File: src/source/fetchPkg.sv
package fetchPkg;

  localparam int FETCH_WIDTH    = 4;
  localparam int PC_WIDTH       = 32;
  localparam int INST_WIDTH     = 32;
  localparam int CTIQ_DEPTH     = 16;
  localparam int CTIQ_TAG_WIDTH = 4;

  // Opcode lives in instruction bits 31:26
  localparam logic [5:0] OPC_J   = 6'h02;
  localparam logic [5:0] OPC_JAL = 6'h03;
  localparam logic [5:0] OPC_BR  = 6'h04;
  localparam logic [5:0] OPC_JR  = 6'h08;

  typedef logic [1:0] ctrlType_t;

  localparam ctrlType_t CTRL_RTR  = 2'd0;
  localparam ctrlType_t CTRL_CALL = 2'd1;
  localparam ctrlType_t CTRL_JUMP = 2'd2;
  localparam ctrlType_t CTRL_BR   = 2'd3;

  // Per-slot prediction from fetch stage 1
  typedef struct packed {
    logic                btbHit;
    logic [PC_WIDTH-1:0] targetAddr;
    logic                prediction;
  } slotPred_t;

  typedef struct packed {
    logic [INST_WIDTH-1:0]     instruction;
    logic [PC_WIDTH-1:0]       pc;
    logic [PC_WIDTH-1:0]       targetAddr;
    logic [CTIQ_TAG_WIDTH-1:0] ctiqTag;
    logic                      prediction;
  } instPacket_t;

  typedef struct packed {
    logic [CTIQ_TAG_WIDTH-1:0] index;
    logic [PC_WIDTH-1:0]       targetAddr;
    logic                      outcome;
  } exeResolve_t;

  // Also the layout of one queue entry
  typedef struct packed {
    logic [PC_WIDTH-1:0] pc;
    logic [PC_WIDTH-1:0] targetAddr;
    ctrlType_t           ctrlType;
    logic                dir;
  } ctiUpdate_t;

  typedef struct packed {
    logic                flagRecover;
    logic                flagRtr;
    logic                flagCall;
    logic [PC_WIDTH-1:0] targetAddr;
    logic [PC_WIDTH-1:0] callPC;
  } idRedirect_t;

endpackage

File: src/source/PreDecode.sv
module PreDecode
  import fetchPkg::*;
(
  input  logic [INST_WIDTH-1:0] instruction_i,
  input  logic [PC_WIDTH-1:0]   pc_i,
  input  logic [PC_WIDTH-1:0]   btbTarget_i,
  output logic                  isCtrl_o,
  output ctrlType_t             ctrlType_o,
  output logic [PC_WIDTH-1:0]   targetAddr_o
);

  logic [5:0]          opcode;
  logic [PC_WIDTH-1:0] seqPc;
  logic [PC_WIDTH-1:0] branchTarget;
  logic [PC_WIDTH-1:0] jumpTarget;

  assign opcode = instruction_i[31:26];
  assign seqPc  = pc_i + PC_WIDTH'(4);

  // Signed word offset relative to the next instruction
  assign branchTarget = seqPc + {{14{instruction_i[15]}}, instruction_i[15:0], 2'b00};

  // Region-relative absolute target
  assign jumpTarget = {pc_i[PC_WIDTH-1:28], instruction_i[25:0], 2'b00};

  always_comb
  begin
    isCtrl_o     = 1'b1;
    ctrlType_o   = CTRL_RTR;
    targetAddr_o = seqPc;
    case (opcode)
      OPC_JR:
      begin
        ctrlType_o   = CTRL_RTR;
        targetAddr_o = btbTarget_i;
      end
      OPC_JAL:
      begin
        ctrlType_o   = CTRL_CALL;
        targetAddr_o = jumpTarget;
      end
      OPC_J:
      begin
        ctrlType_o   = CTRL_JUMP;
        targetAddr_o = jumpTarget;
      end
      OPC_BR:
      begin
        ctrlType_o   = CTRL_BR;
        targetAddr_o = branchTarget;
      end
      default:
        isCtrl_o = 1'b0;
    endcase
  end

endmodule

File: src/source/CtrlQueue.sv
module CtrlQueue
  import fetchPkg::*;
(
  input  logic                                          clk,
  input  logic                                          rst_i,
  input  logic                                          fs1Ready_i,
  input  logic                                          stall_i,
  input  logic                                          recoverFlag_i,
  input  logic [FETCH_WIDTH-1:0][PC_WIDTH-1:0]          slotPc_i,
  input  ctrlType_t [FETCH_WIDTH-1:0]                   slotType_i,
  input  logic [FETCH_WIDTH-1:0]                        ctrlVector_i,
  output logic [FETCH_WIDTH-1:0][CTIQ_TAG_WIDTH-1:0]    ctiqTag_o,
  input  exeResolve_t                                   exeResolve_i,
  input  logic                                          ctrlVerified_i,
  input  logic                                          flagRecoverEX_i,
  input  logic                                          commitCti_i,
  output ctiUpdate_t                                    update_o,
  output logic                                          updateEn_o,
  output logic                                          full_o
);

  ctiUpdate_t ctiq [CTIQ_DEPTH];

  logic [CTIQ_TAG_WIDTH-1:0] head;
  logic [CTIQ_TAG_WIDTH-1:0] tail;
  logic [CTIQ_TAG_WIDTH:0]   count;

  logic [CTIQ_TAG_WIDTH-1:0] tagOffset;
  logic [CTIQ_TAG_WIDTH-1:0] allocCount;
  logic [CTIQ_TAG_WIDTH-1:0] allocNum;
  logic [CTIQ_TAG_WIDTH-1:0] keepDist;
  logic                      allocEn;

  // Consecutive tags for the marked slots, oldest first
  always_comb
  begin
    tagOffset = '0;
    for (int k = 0; k < FETCH_WIDTH; k++)
    begin
      ctiqTag_o[k] = tail + tagOffset;
      tagOffset    = tagOffset + CTIQ_TAG_WIDTH'(ctrlVector_i[k]);
    end
    allocCount = tagOffset;
  end

  assign full_o   = (count > (CTIQ_DEPTH - FETCH_WIDTH));
  assign allocEn  = fs1Ready_i & ~stall_i & ~full_o & ~recoverFlag_i & ~flagRecoverEX_i;
  assign allocNum = allocEn ? allocCount : '0;

  // Entries kept on a mispredict are head up to the resolved index
  assign keepDist = exeResolve_i.index - head;

  always_ff @(posedge clk)
  begin
    if (allocEn)
    begin
      for (int k = 0; k < FETCH_WIDTH; k++)
      begin
        if (ctrlVector_i[k])
        begin
          ctiq[ctiqTag_o[k]].pc       <= slotPc_i[k];
          ctiq[ctiqTag_o[k]].ctrlType <= slotType_i[k];
        end
      end
    end
    if (ctrlVerified_i)
    begin
      ctiq[exeResolve_i.index].targetAddr <= exeResolve_i.targetAddr;
      ctiq[exeResolve_i.index].dir        <= exeResolve_i.outcome;
    end
    if (commitCti_i)
    begin
      update_o <= ctiq[head];
    end
  end

  always_ff @(posedge clk)
  begin
    if (rst_i)
    begin
      head       <= '0;
      tail       <= '0;
      count      <= '0;
      updateEn_o <= 1'b0;
    end
    else
    begin
      updateEn_o <= commitCti_i;
      if (recoverFlag_i)
      begin
        // Commit-time flush empties the whole queue
        head  <= '0;
        tail  <= '0;
        count <= '0;
      end
      else
      begin
        if (commitCti_i)
        begin
          head <= head + 1'b1;
        end
        if (flagRecoverEX_i)
        begin
          tail  <= exeResolve_i.index + 1'b1;
          count <= {1'b0, keepDist} + 1'b1 - (CTIQ_TAG_WIDTH+1)'(commitCti_i);
        end
        else
        begin
          tail  <= tail + allocNum;
          count <= count + {1'b0, allocNum} - (CTIQ_TAG_WIDTH+1)'(commitCti_i);
        end
      end
    end
  end

endmodule

File: src/source/FetchStage2.sv
module FetchStage2
  import fetchPkg::*;
(
  input  logic                              clk,
  input  logic                              rst_i,
  input  logic                              fs1Ready_i,
  input  logic                              stall_i,
  input  logic                              recoverFlag_i,
  input  logic [PC_WIDTH-1:0]               pc_i,
  input  logic [FETCH_WIDTH*INST_WIDTH-1:0] instructionBundle_i,
  input  slotPred_t [FETCH_WIDTH-1:0]       slotPred_i,
  input  logic [PC_WIDTH-1:0]               addrRAS_i,
  input  exeResolve_t                       exeResolve_i,
  input  logic                              ctrlVerified_i,
  input  logic                              flagRecoverEX_i,
  input  logic                              commitCti_i,
  output instPacket_t [FETCH_WIDTH-1:0]     instPacket_o,
  output logic [FETCH_WIDTH-1:0]            instValid_o,
  output idRedirect_t                       redirect_o,
  output ctiUpdate_t                        update_o,
  output logic                              updateEn_o,
  output logic                              fs2Ready_o,
  output logic                              ctiQueueFull_o
);

  logic [FETCH_WIDTH-1:0][INST_WIDTH-1:0]     slotInst;
  logic [FETCH_WIDTH-1:0][PC_WIDTH-1:0]       slotPc;
  logic [FETCH_WIDTH-1:0][PC_WIDTH-1:0]       decTarget;
  logic [FETCH_WIDTH-1:0][PC_WIDTH-1:0]       pktTarget;
  logic [FETCH_WIDTH-1:0][CTIQ_TAG_WIDTH-1:0] ctiqTag;
  ctrlType_t [FETCH_WIDTH-1:0]                slotType;
  logic [FETCH_WIDTH-1:0]                     isCtrl;
  logic [FETCH_WIDTH-1:0]                     takenVec;
  logic [FETCH_WIDTH-1:0]                     branchNT;
  logic [FETCH_WIDTH-1:0]                     ctrlVector;
  logic [$clog2(FETCH_WIDTH)-1:0]             firstSlot;
  logic                                       takenFound;
  logic                                       queueFull;
  idRedirect_t                                redirectRaw;

  for (genvar k = 0; k < FETCH_WIDTH; k++)
  begin : gSlot
    // Slot 0 sits in the low word and is the oldest
    assign slotInst[k] = instructionBundle_i[k*INST_WIDTH +: INST_WIDTH];
    assign slotPc[k]   = pc_i + PC_WIDTH'(4 * k);

    PreDecode preDecode (
      .instruction_i (slotInst[k]),
      .pc_i          (slotPc[k]),
      .btbTarget_i   (slotPred_i[k].targetAddr),
      .isCtrl_o      (isCtrl[k]),
      .ctrlType_o    (slotType[k]),
      .targetAddr_o  (decTarget[k])
    );

    assign takenVec[k] = isCtrl[k] &
                         ((slotType[k] != CTRL_BR) | slotPred_i[k].prediction);
    assign branchNT[k] = isCtrl[k] & (slotType[k] == CTRL_BR) & ~slotPred_i[k].prediction;

    assign instPacket_o[k] = '{instruction: slotInst[k],
                               pc:          slotPc[k],
                               targetAddr:  pktTarget[k],
                               ctiqTag:     ctiqTag[k],
                               prediction:  slotPred_i[k].prediction};
  end

  CtrlQueue ctiQueue (
    .clk             (clk),
    .rst_i           (rst_i),
    .fs1Ready_i      (fs1Ready_i),
    .stall_i         (stall_i),
    .recoverFlag_i   (recoverFlag_i),
    .slotPc_i        (slotPc),
    .slotType_i      (slotType),
    .ctrlVector_i    (ctrlVector),
    .ctiqTag_o       (ctiqTag),
    .exeResolve_i    (exeResolve_i),
    .ctrlVerified_i  (ctrlVerified_i),
    .flagRecoverEX_i (flagRecoverEX_i),
    .commitCti_i     (commitCti_i),
    .update_o        (update_o),
    .updateEn_o      (updateEn_o),
    .full_o          (queueFull)
  );

  // Lowest taken slot wins, so scan from the youngest down
  always_comb
  begin
    takenFound = 1'b0;
    firstSlot  = '0;
    for (int k = FETCH_WIDTH - 1; k >= 0; k--)
    begin
      if (takenVec[k])
      begin
        takenFound = 1'b1;
        firstSlot  = ($clog2(FETCH_WIDTH))'(k);
      end
    end
  end

  always_comb
  begin
    instValid_o = '1;
    ctrlVector  = branchNT;
    pktTarget   = decTarget;
    redirectRaw = '0;
    if (takenFound)
    begin
      for (int k = 0; k < FETCH_WIDTH; k++)
      begin
        instValid_o[k] = (k <= firstSlot);
        ctrlVector[k]  = (k < firstSlot) ? branchNT[k] : (k == firstSlot);
      end
      redirectRaw.targetAddr = decTarget[firstSlot];
      redirectRaw.callPC     = slotPc[firstSlot];
      // BTB did not know this transfer
      if (!slotPred_i[firstSlot].btbHit)
      begin
        redirectRaw.flagRecover = 1'b1;
        if (slotType[firstSlot] == CTRL_RTR)
        begin
          redirectRaw.flagRtr    = 1'b1;
          redirectRaw.targetAddr = addrRAS_i;
          pktTarget[firstSlot]   = addrRAS_i;
        end
        if (slotType[firstSlot] == CTRL_CALL)
        begin
          redirectRaw.flagCall = 1'b1;
        end
      end
    end
  end

  always_comb
  begin
    redirect_o             = redirectRaw;
    redirect_o.flagRecover = redirectRaw.flagRecover & ~stall_i & ~queueFull;
  end

  assign ctiQueueFull_o = queueFull;
  assign fs2Ready_o     = fs1Ready_i & ~queueFull;

endmodule

File: config.mk
export PLATFORM = sky130hd
export DESIGN_NAME = FetchStage2
export DESIGN_NICKNAME = d
export VERILOG_FILES = /design/src/source/fetchPkg.sv /design/src/source/PreDecode.sv /design/src/source/CtrlQueue.sv /design/src/source/FetchStage2.sv
export SDC_FILE = /design/constraint.sdc
export NUM_CORES = 2
export LEC_CHECK = 0
export BUFFER_PORTS_ARGS = -buffer_cell sky130_fd_sc_hd__buf_2
export CORE_MARGIN = 1.5
export CORE_UTILIZATION = 60
export CTS_BUF_LIST = sky130_fd_sc_hd__clkbuf_8
export CTS_CLUSTER_DIAMETER = 30
export DETAILED_ROUTE_END_ITERATION = 10
export PLACE_DENSITY_LB_ADDON = 0.3
export SLEW_MARGIN = 30
export SYNTH_ARGS = -nofsm -noshare
export SYNTH_HDL_FRONTEND = slang
export SYNTH_SLANG_ARGS = --single-unit
File: constraint.sdc
create_clock -name clk -period 11.3 [get_ports clk]
set_input_delay 1.695 -clock clk [delete_from_list [all_inputs] [get_ports clk]]
set_output_delay 1.695 -clock clk [all_outputs]
set_load 0.02 [all_outputs]
==> results of run 1 <==
==> cells by family after synthesis <==
group / Yosys count
simple gates: 2193
compound gates: 2125
flops: 1153
buf+inv: 1020
xor+xnor: 548
mux: 354
fa+ha+maj: 171
other cells: 1
==> metal layers <==
layer,overflow,global-route usage
met1,2,0.7615
met3,4,0.5788
met5,1,0.2697
met4,21,0.7506
met2,21,0.9253
==> synth_stat cells, types with 129 or more instances <==
library cell	count	area share
ha_1	160	0.026
a211oi_1	169	0.016
o211ai_1	246	0.024
xnor2_1	344	0.039
or3_1	155	0.013
nand3_1	216	0.014
xor2_1	203	0.023
a21oi_1	490	0.032
nor3_1	129	0.0083
edfxtp_1	1139	0.44
nor2_1	686	0.033
buf_4	178	0.017
clkbuf_1	597	0.029
o21ai_0	630	0.041
mux4_2	335	0.097
nand2_1	662	0.032
==> through the flow <==
stage	hold slack [ns]	cell area, µm²	cells
floorplan	0.5450	77540	7565
global placement	0.5787	83180	9557
detailed placement	0.6472	83320	9559
CTS	0.7262	87340	9919
==> reports/summary.txt, run 1 <==
IO Pins = 918
Postcts setup bufs = 0
First-pass GRT wire length = 694,500 µm
Hpwl dp = 316,400 µm
Cts hold-fix bufs = 0
Grt total ovfl = 49
Synthesized flop and latch total = 1,153
Pin count of the biggest net entering global routing = 107
Die Y = 362.5 µm
Post-synth top flop = edfxtp_1
Sequential-to-total area share from yosys stat = 0.4447
Synth Area per Inst = 10.25 µm²
Stage reached = global routing (5_1_grt)
Max Root-Sink Buffers = 3
EDFF count, synth = 1,139
First Error = [ERROR GRT-0116] Global routing finished with congestion. Check the congestion regions in the DRC Viewer.
Initial Util = 0.6065
Post-Syn Nets = 8,109
Largest family of logic cells by synthesized area = compound AO/OA/AOI/OAI gates
Cell count after synthesis = 7,565
Vias in the first global route = 85,789
Total CTS buffers = 196
Row count = 131
Clock sinks = 1,153
Post-Synth XOR/XNOR Area = 0.06199
Synth Area in Adders = 0.02866
Synth Area in Compound Gates = 0.1742
Yosys warnings = 0
Synthesized area = 0.07754 mm²
Dpl ws = 0.3543 ns
H-tree depth = 4
Post-synth ARST share = 0
Outcome = did not finish
Resize count post-CTS = 0
Clock root buffer = clkbuf_8
Synth Area in Simple Gates = 0.1319
Final Wtd Congestion = 1.196
Synth unique cells = 91
Number of port buffers = 916
Post-synthesis mux area share = 0.09988
Tot GR Track Use = 0.7527
Die W = 362.5 µm
==> run 2: changes to the inputs <==
--- a/config.mk
+++ b/config.mk
@@ -7,11 +7,9 @@
 export LEC_CHECK = 0
 export BUFFER_PORTS_ARGS = -buffer_cell sky130_fd_sc_hd__buf_2
 export CORE_MARGIN = 1.5
-export CORE_UTILIZATION = 60
-export CTS_BUF_LIST = sky130_fd_sc_hd__clkbuf_8
-export CTS_CLUSTER_DIAMETER = 30
+export CORE_UTILIZATION = 40
 export DETAILED_ROUTE_END_ITERATION = 10
-export PLACE_DENSITY_LB_ADDON = 0.3
+export PLACE_DENSITY_LB_ADDON = 0.15
 export SLEW_MARGIN = 30
 export SYNTH_ARGS = -nofsm -noshare
 export SYNTH_HDL_FRONTEND = slang
==> reports/summary.txt, run 2 <==
Outcome = finished clean
Switching pwr = 3.338 mW
DRC viols = 0
Clock Power Share = 0.367
Post-synth ARST share = 0
Most frequent cells in the layout = edfxtp_1 (1,139), buf_2 (917), nor2_1 (661)
Initial Util = 0.4026
Synthesized flop and latch total = 1,153
Post-Syn Nets = 8,109
Type of the tightest min-delay check = register to register
Crit-path max FO = 11
Initial DRC count = 10,414
Sw Ratio = 0.3014
Max Cap Viol = 0
Die Footprint = 0.1965 mm²
WS Path Type = primary input to primary output
CTS tree = done
Synth unique cells = 91
Clock sinks = 1,153
Vias in the first global route = 66,327
Largest Register = ctiQueue.ctiq
Final hold vios = 0
Drt first pass iters = 7
Internal = 7.739 mW
Skew-Pair Late Insertion Delay = 0.78 ns
Sequential-to-total area share from yosys stat = 0.4447
Multi-input gate area = 0.03952 mm²
Share of cells above drive strength 1 = 0.2465
R2R depth = 11
Clk slew on worst S/H paths = 0.07 ns
Top-count cell post-synth = edfxtp_1
Cell family with most CP delay = compound AO/OA/AOI/OAI gates
Reg2Reg Launch Point = ctiQueue.tail[1]
Reg2reg setup slack = 6.09 ns
WP buf/inv = 4
Synthesized area = 0.07754 mm²
Nets@finish = 8,617
Fin crit share = 0.9703
Leakage = 31.13 nW
Critical Path Source Type = primary input
Slew margin rel. = 0.2064
Hpwl dp = 313,900 µm
Largest registers = ctiQueue.ctiq: 1072 flops, ctiQueue.update_o: 67 flops, ctiQueue.count: 5 flops
EDFF count, synth = 1,139
CP endpoint kind = primary output
Fmax = 91.20 MHz
VDD IR-drop max = 110.4 µV
Top post-synthesis cells by area = edfxtp_1 (44%), mux4_2 (9.7%), o21ai_0 (4.1%), xnor2_1 (3.9%), nor2_1 (3.3%)
Worst hold endpoint = ctiQueue.head[3]
Max reg flops = 1,072
Commonest cells post-synth = edfxtp_1 (1,139), nor2_1 (686), nand2_1 (662)
Die W = 443.3 µm
First-pass GRT wire length = 582,000 µm
Core box area = 0.1926 mm²
Total CTS buffers = 116
Critical path data arrival time = 9.27 ns
Max Root-Sink Buffers = 3
Cts hold-fix bufs = 0
Layout fillers = 18,193
Combinational power share = 0.202
Sequential Power Share = 0.431
Layout area overhead = 14.92%
Post-DR vias/cell = 6.679
HP Start = ctiQueue.head[2]
Vias = 71,651
Die Y = 443.3 µm
Post-Layout Inst Area = 0.08911 mm²
Measured slew at the worst slew-check pin = 1.182 ns
Initial antenna violation count = 51
Most common cell after layout, fill and taps aside = edfxtp_1
Unrepaired setup endpoints after global routing = false
Sequential cell area = 0.03449 mm²
Grt total ovfl = 0
Share of the synthesized area in the top cell type = 0.4411
Post-synth top flop = edfxtp_1
Tmin final = 10.96 ns
Number of port buffers = 916
Tot GR Track Use = 0.4328
Clock root buffer = clkbuf_16
Crit-path cells = buf_2 > clkinv_1 > ha_2 > nand3b_1 > or2_2 > xor2_1 > nor4_1 > nand4_1 > nor3_1 > xnor2_1 > ha_1 > a21oi_1 > o21ai_0 > a21oi_1 > nor2b_1 > a311oi_1 > o22ai_1 > a31oi_1 > xor2_1 > o211ai_1 > buf_4 > o221ai_1 > o31ai_4 > buf_2
Cell count after synthesis = 7,565
Final wirelength = 437,200 µm
Reg2Reg Capture Point = ctiQueue.ctiq[8][38]
H-tree depth = 3
Post-route ant nets = 0
CP max-delay cell = o211ai_1
DP Area = 0.08486 mm²
Clock Skew = 0.04211 ns
Max stage delay on crit path = 0.72 ns
Wire per inst = 40.75 µm
CP Data Required Time = 9.61 ns
Row count = 161
Synth Area per Inst = 10.25 µm²
PnR worst setup slack = 0.3351 ns
Hold path depth = 3
P per Cell Area = 124.3 mW/mm²
IO Pins = 918
Max-slew violations = 0
Area leader, netlist = edfxtp_1
Dpl ws = 0.5112 ns
Yosys warnings = 0
Final Wtd Congestion = 1.079
Setup violators final = 0
Pin count of the biggest net entering global routing = 83
-- run 2: cell counts after synthesis --
No cell type changed its count.
-- run 2: repair_timing --
| item | CTS | global route |
|---|---|---|
| endpoints found under the setup margin | 0 | 1 |
| buffers inserted | 0 | 0 |
| gates resized for setup | 0 | 1 |
-- run 2: per-stage QoR --
stage,hold slack [ns],setup TNS [ns],power [mW],std cells,util
after floorplan,0.5450,0,6.041,7565,-
after global placement,0.5852,-0.4063,6.991,10464,0.4392
after detailed placement,0.6039,0,7.000,10476,0.4406
after CTS,0.6227,0,11.02,10691,0.4611
after global routing,0.6631,0,11.31,10710,0.4625
final,0.6189,0,11.08,10728,0.4627
-- run 2: worst max path at each step --
stage	end	cells after the start	slack, ns	from
2_1_floorplan	redirect_o[60]	25	1.90	pc_i[2]
3_3_place_gp	redirect_o[60]	20	-0.41	pc_i[6]
3_5_place_dp	redirect_o[60]	21	0.51	pc_i[4]
4_1_cts	redirect_o[60]	21	0.49	pc_i[4]
5_1_grt	redirect_o[60]	24	0.18	pc_i[3]
6_report	redirect_o[60]	24	0.34	pc_i[3]
-- run 2: worst min-delay path, cell delays in order, from the launching register on --
cell     delay, ns
dfxtp_1       0.34
nand4_1       0.11
xor2_1        0.07
nor2_1        0.07
-- run 2: routing by layer --
metal / share of wire / track usage / up-vias
met4: 0.12 / 0.4197 / 22
li1: - / - / 29565
met5: 0.00040 / 0 / -
met2: 0.44 / 0.6593 / 5025
met3: 0.10 / 0.1159 / 1564
met1: 0.34 / 0.4883 / 35475
-- run 2: cell type report --
cell class              count  share of cell area
flip-flops and latches   1153              0.3871
repair buffers           1279             0.08322
multi-input cells        5392              0.4435
clock buffers             136             0.03366
diodes                     32           0.0008986
inverters                 131            0.005546
clock inverters            79             0.01063
well taps                2526             0.03547
-- run 2: cells by family (layout without fill, tap and decap cells) --
group,after synthesis,after routing,synth area share
buf+inv,1020,1625,0.05865
other cells,1,33,0.00004836
compound gates,2125,2125,0.1742
xor+xnor,548,548,0.06199
fa+ha+maj,171,171,0.02866
simple gates,2193,2193,0.1319
flops,1153,1153,0.4447
mux,354,354,0.09988
-- run 2: power groups by stage --
stage / Clock (mW) / Combinational (mW) / Sequential, mW
floorplan: 0 / 1.17 / 4.87
global placement: 0 / 2.13 / 4.87
detailed placement: 0 / 2.13 / 4.87
CTS: 4.11 / 2.14 / 4.78
global route: 4.25 / 2.29 / 4.78
finish: 4.06 / 2.24 / 4.78
(Power assumes the default switching activity.)
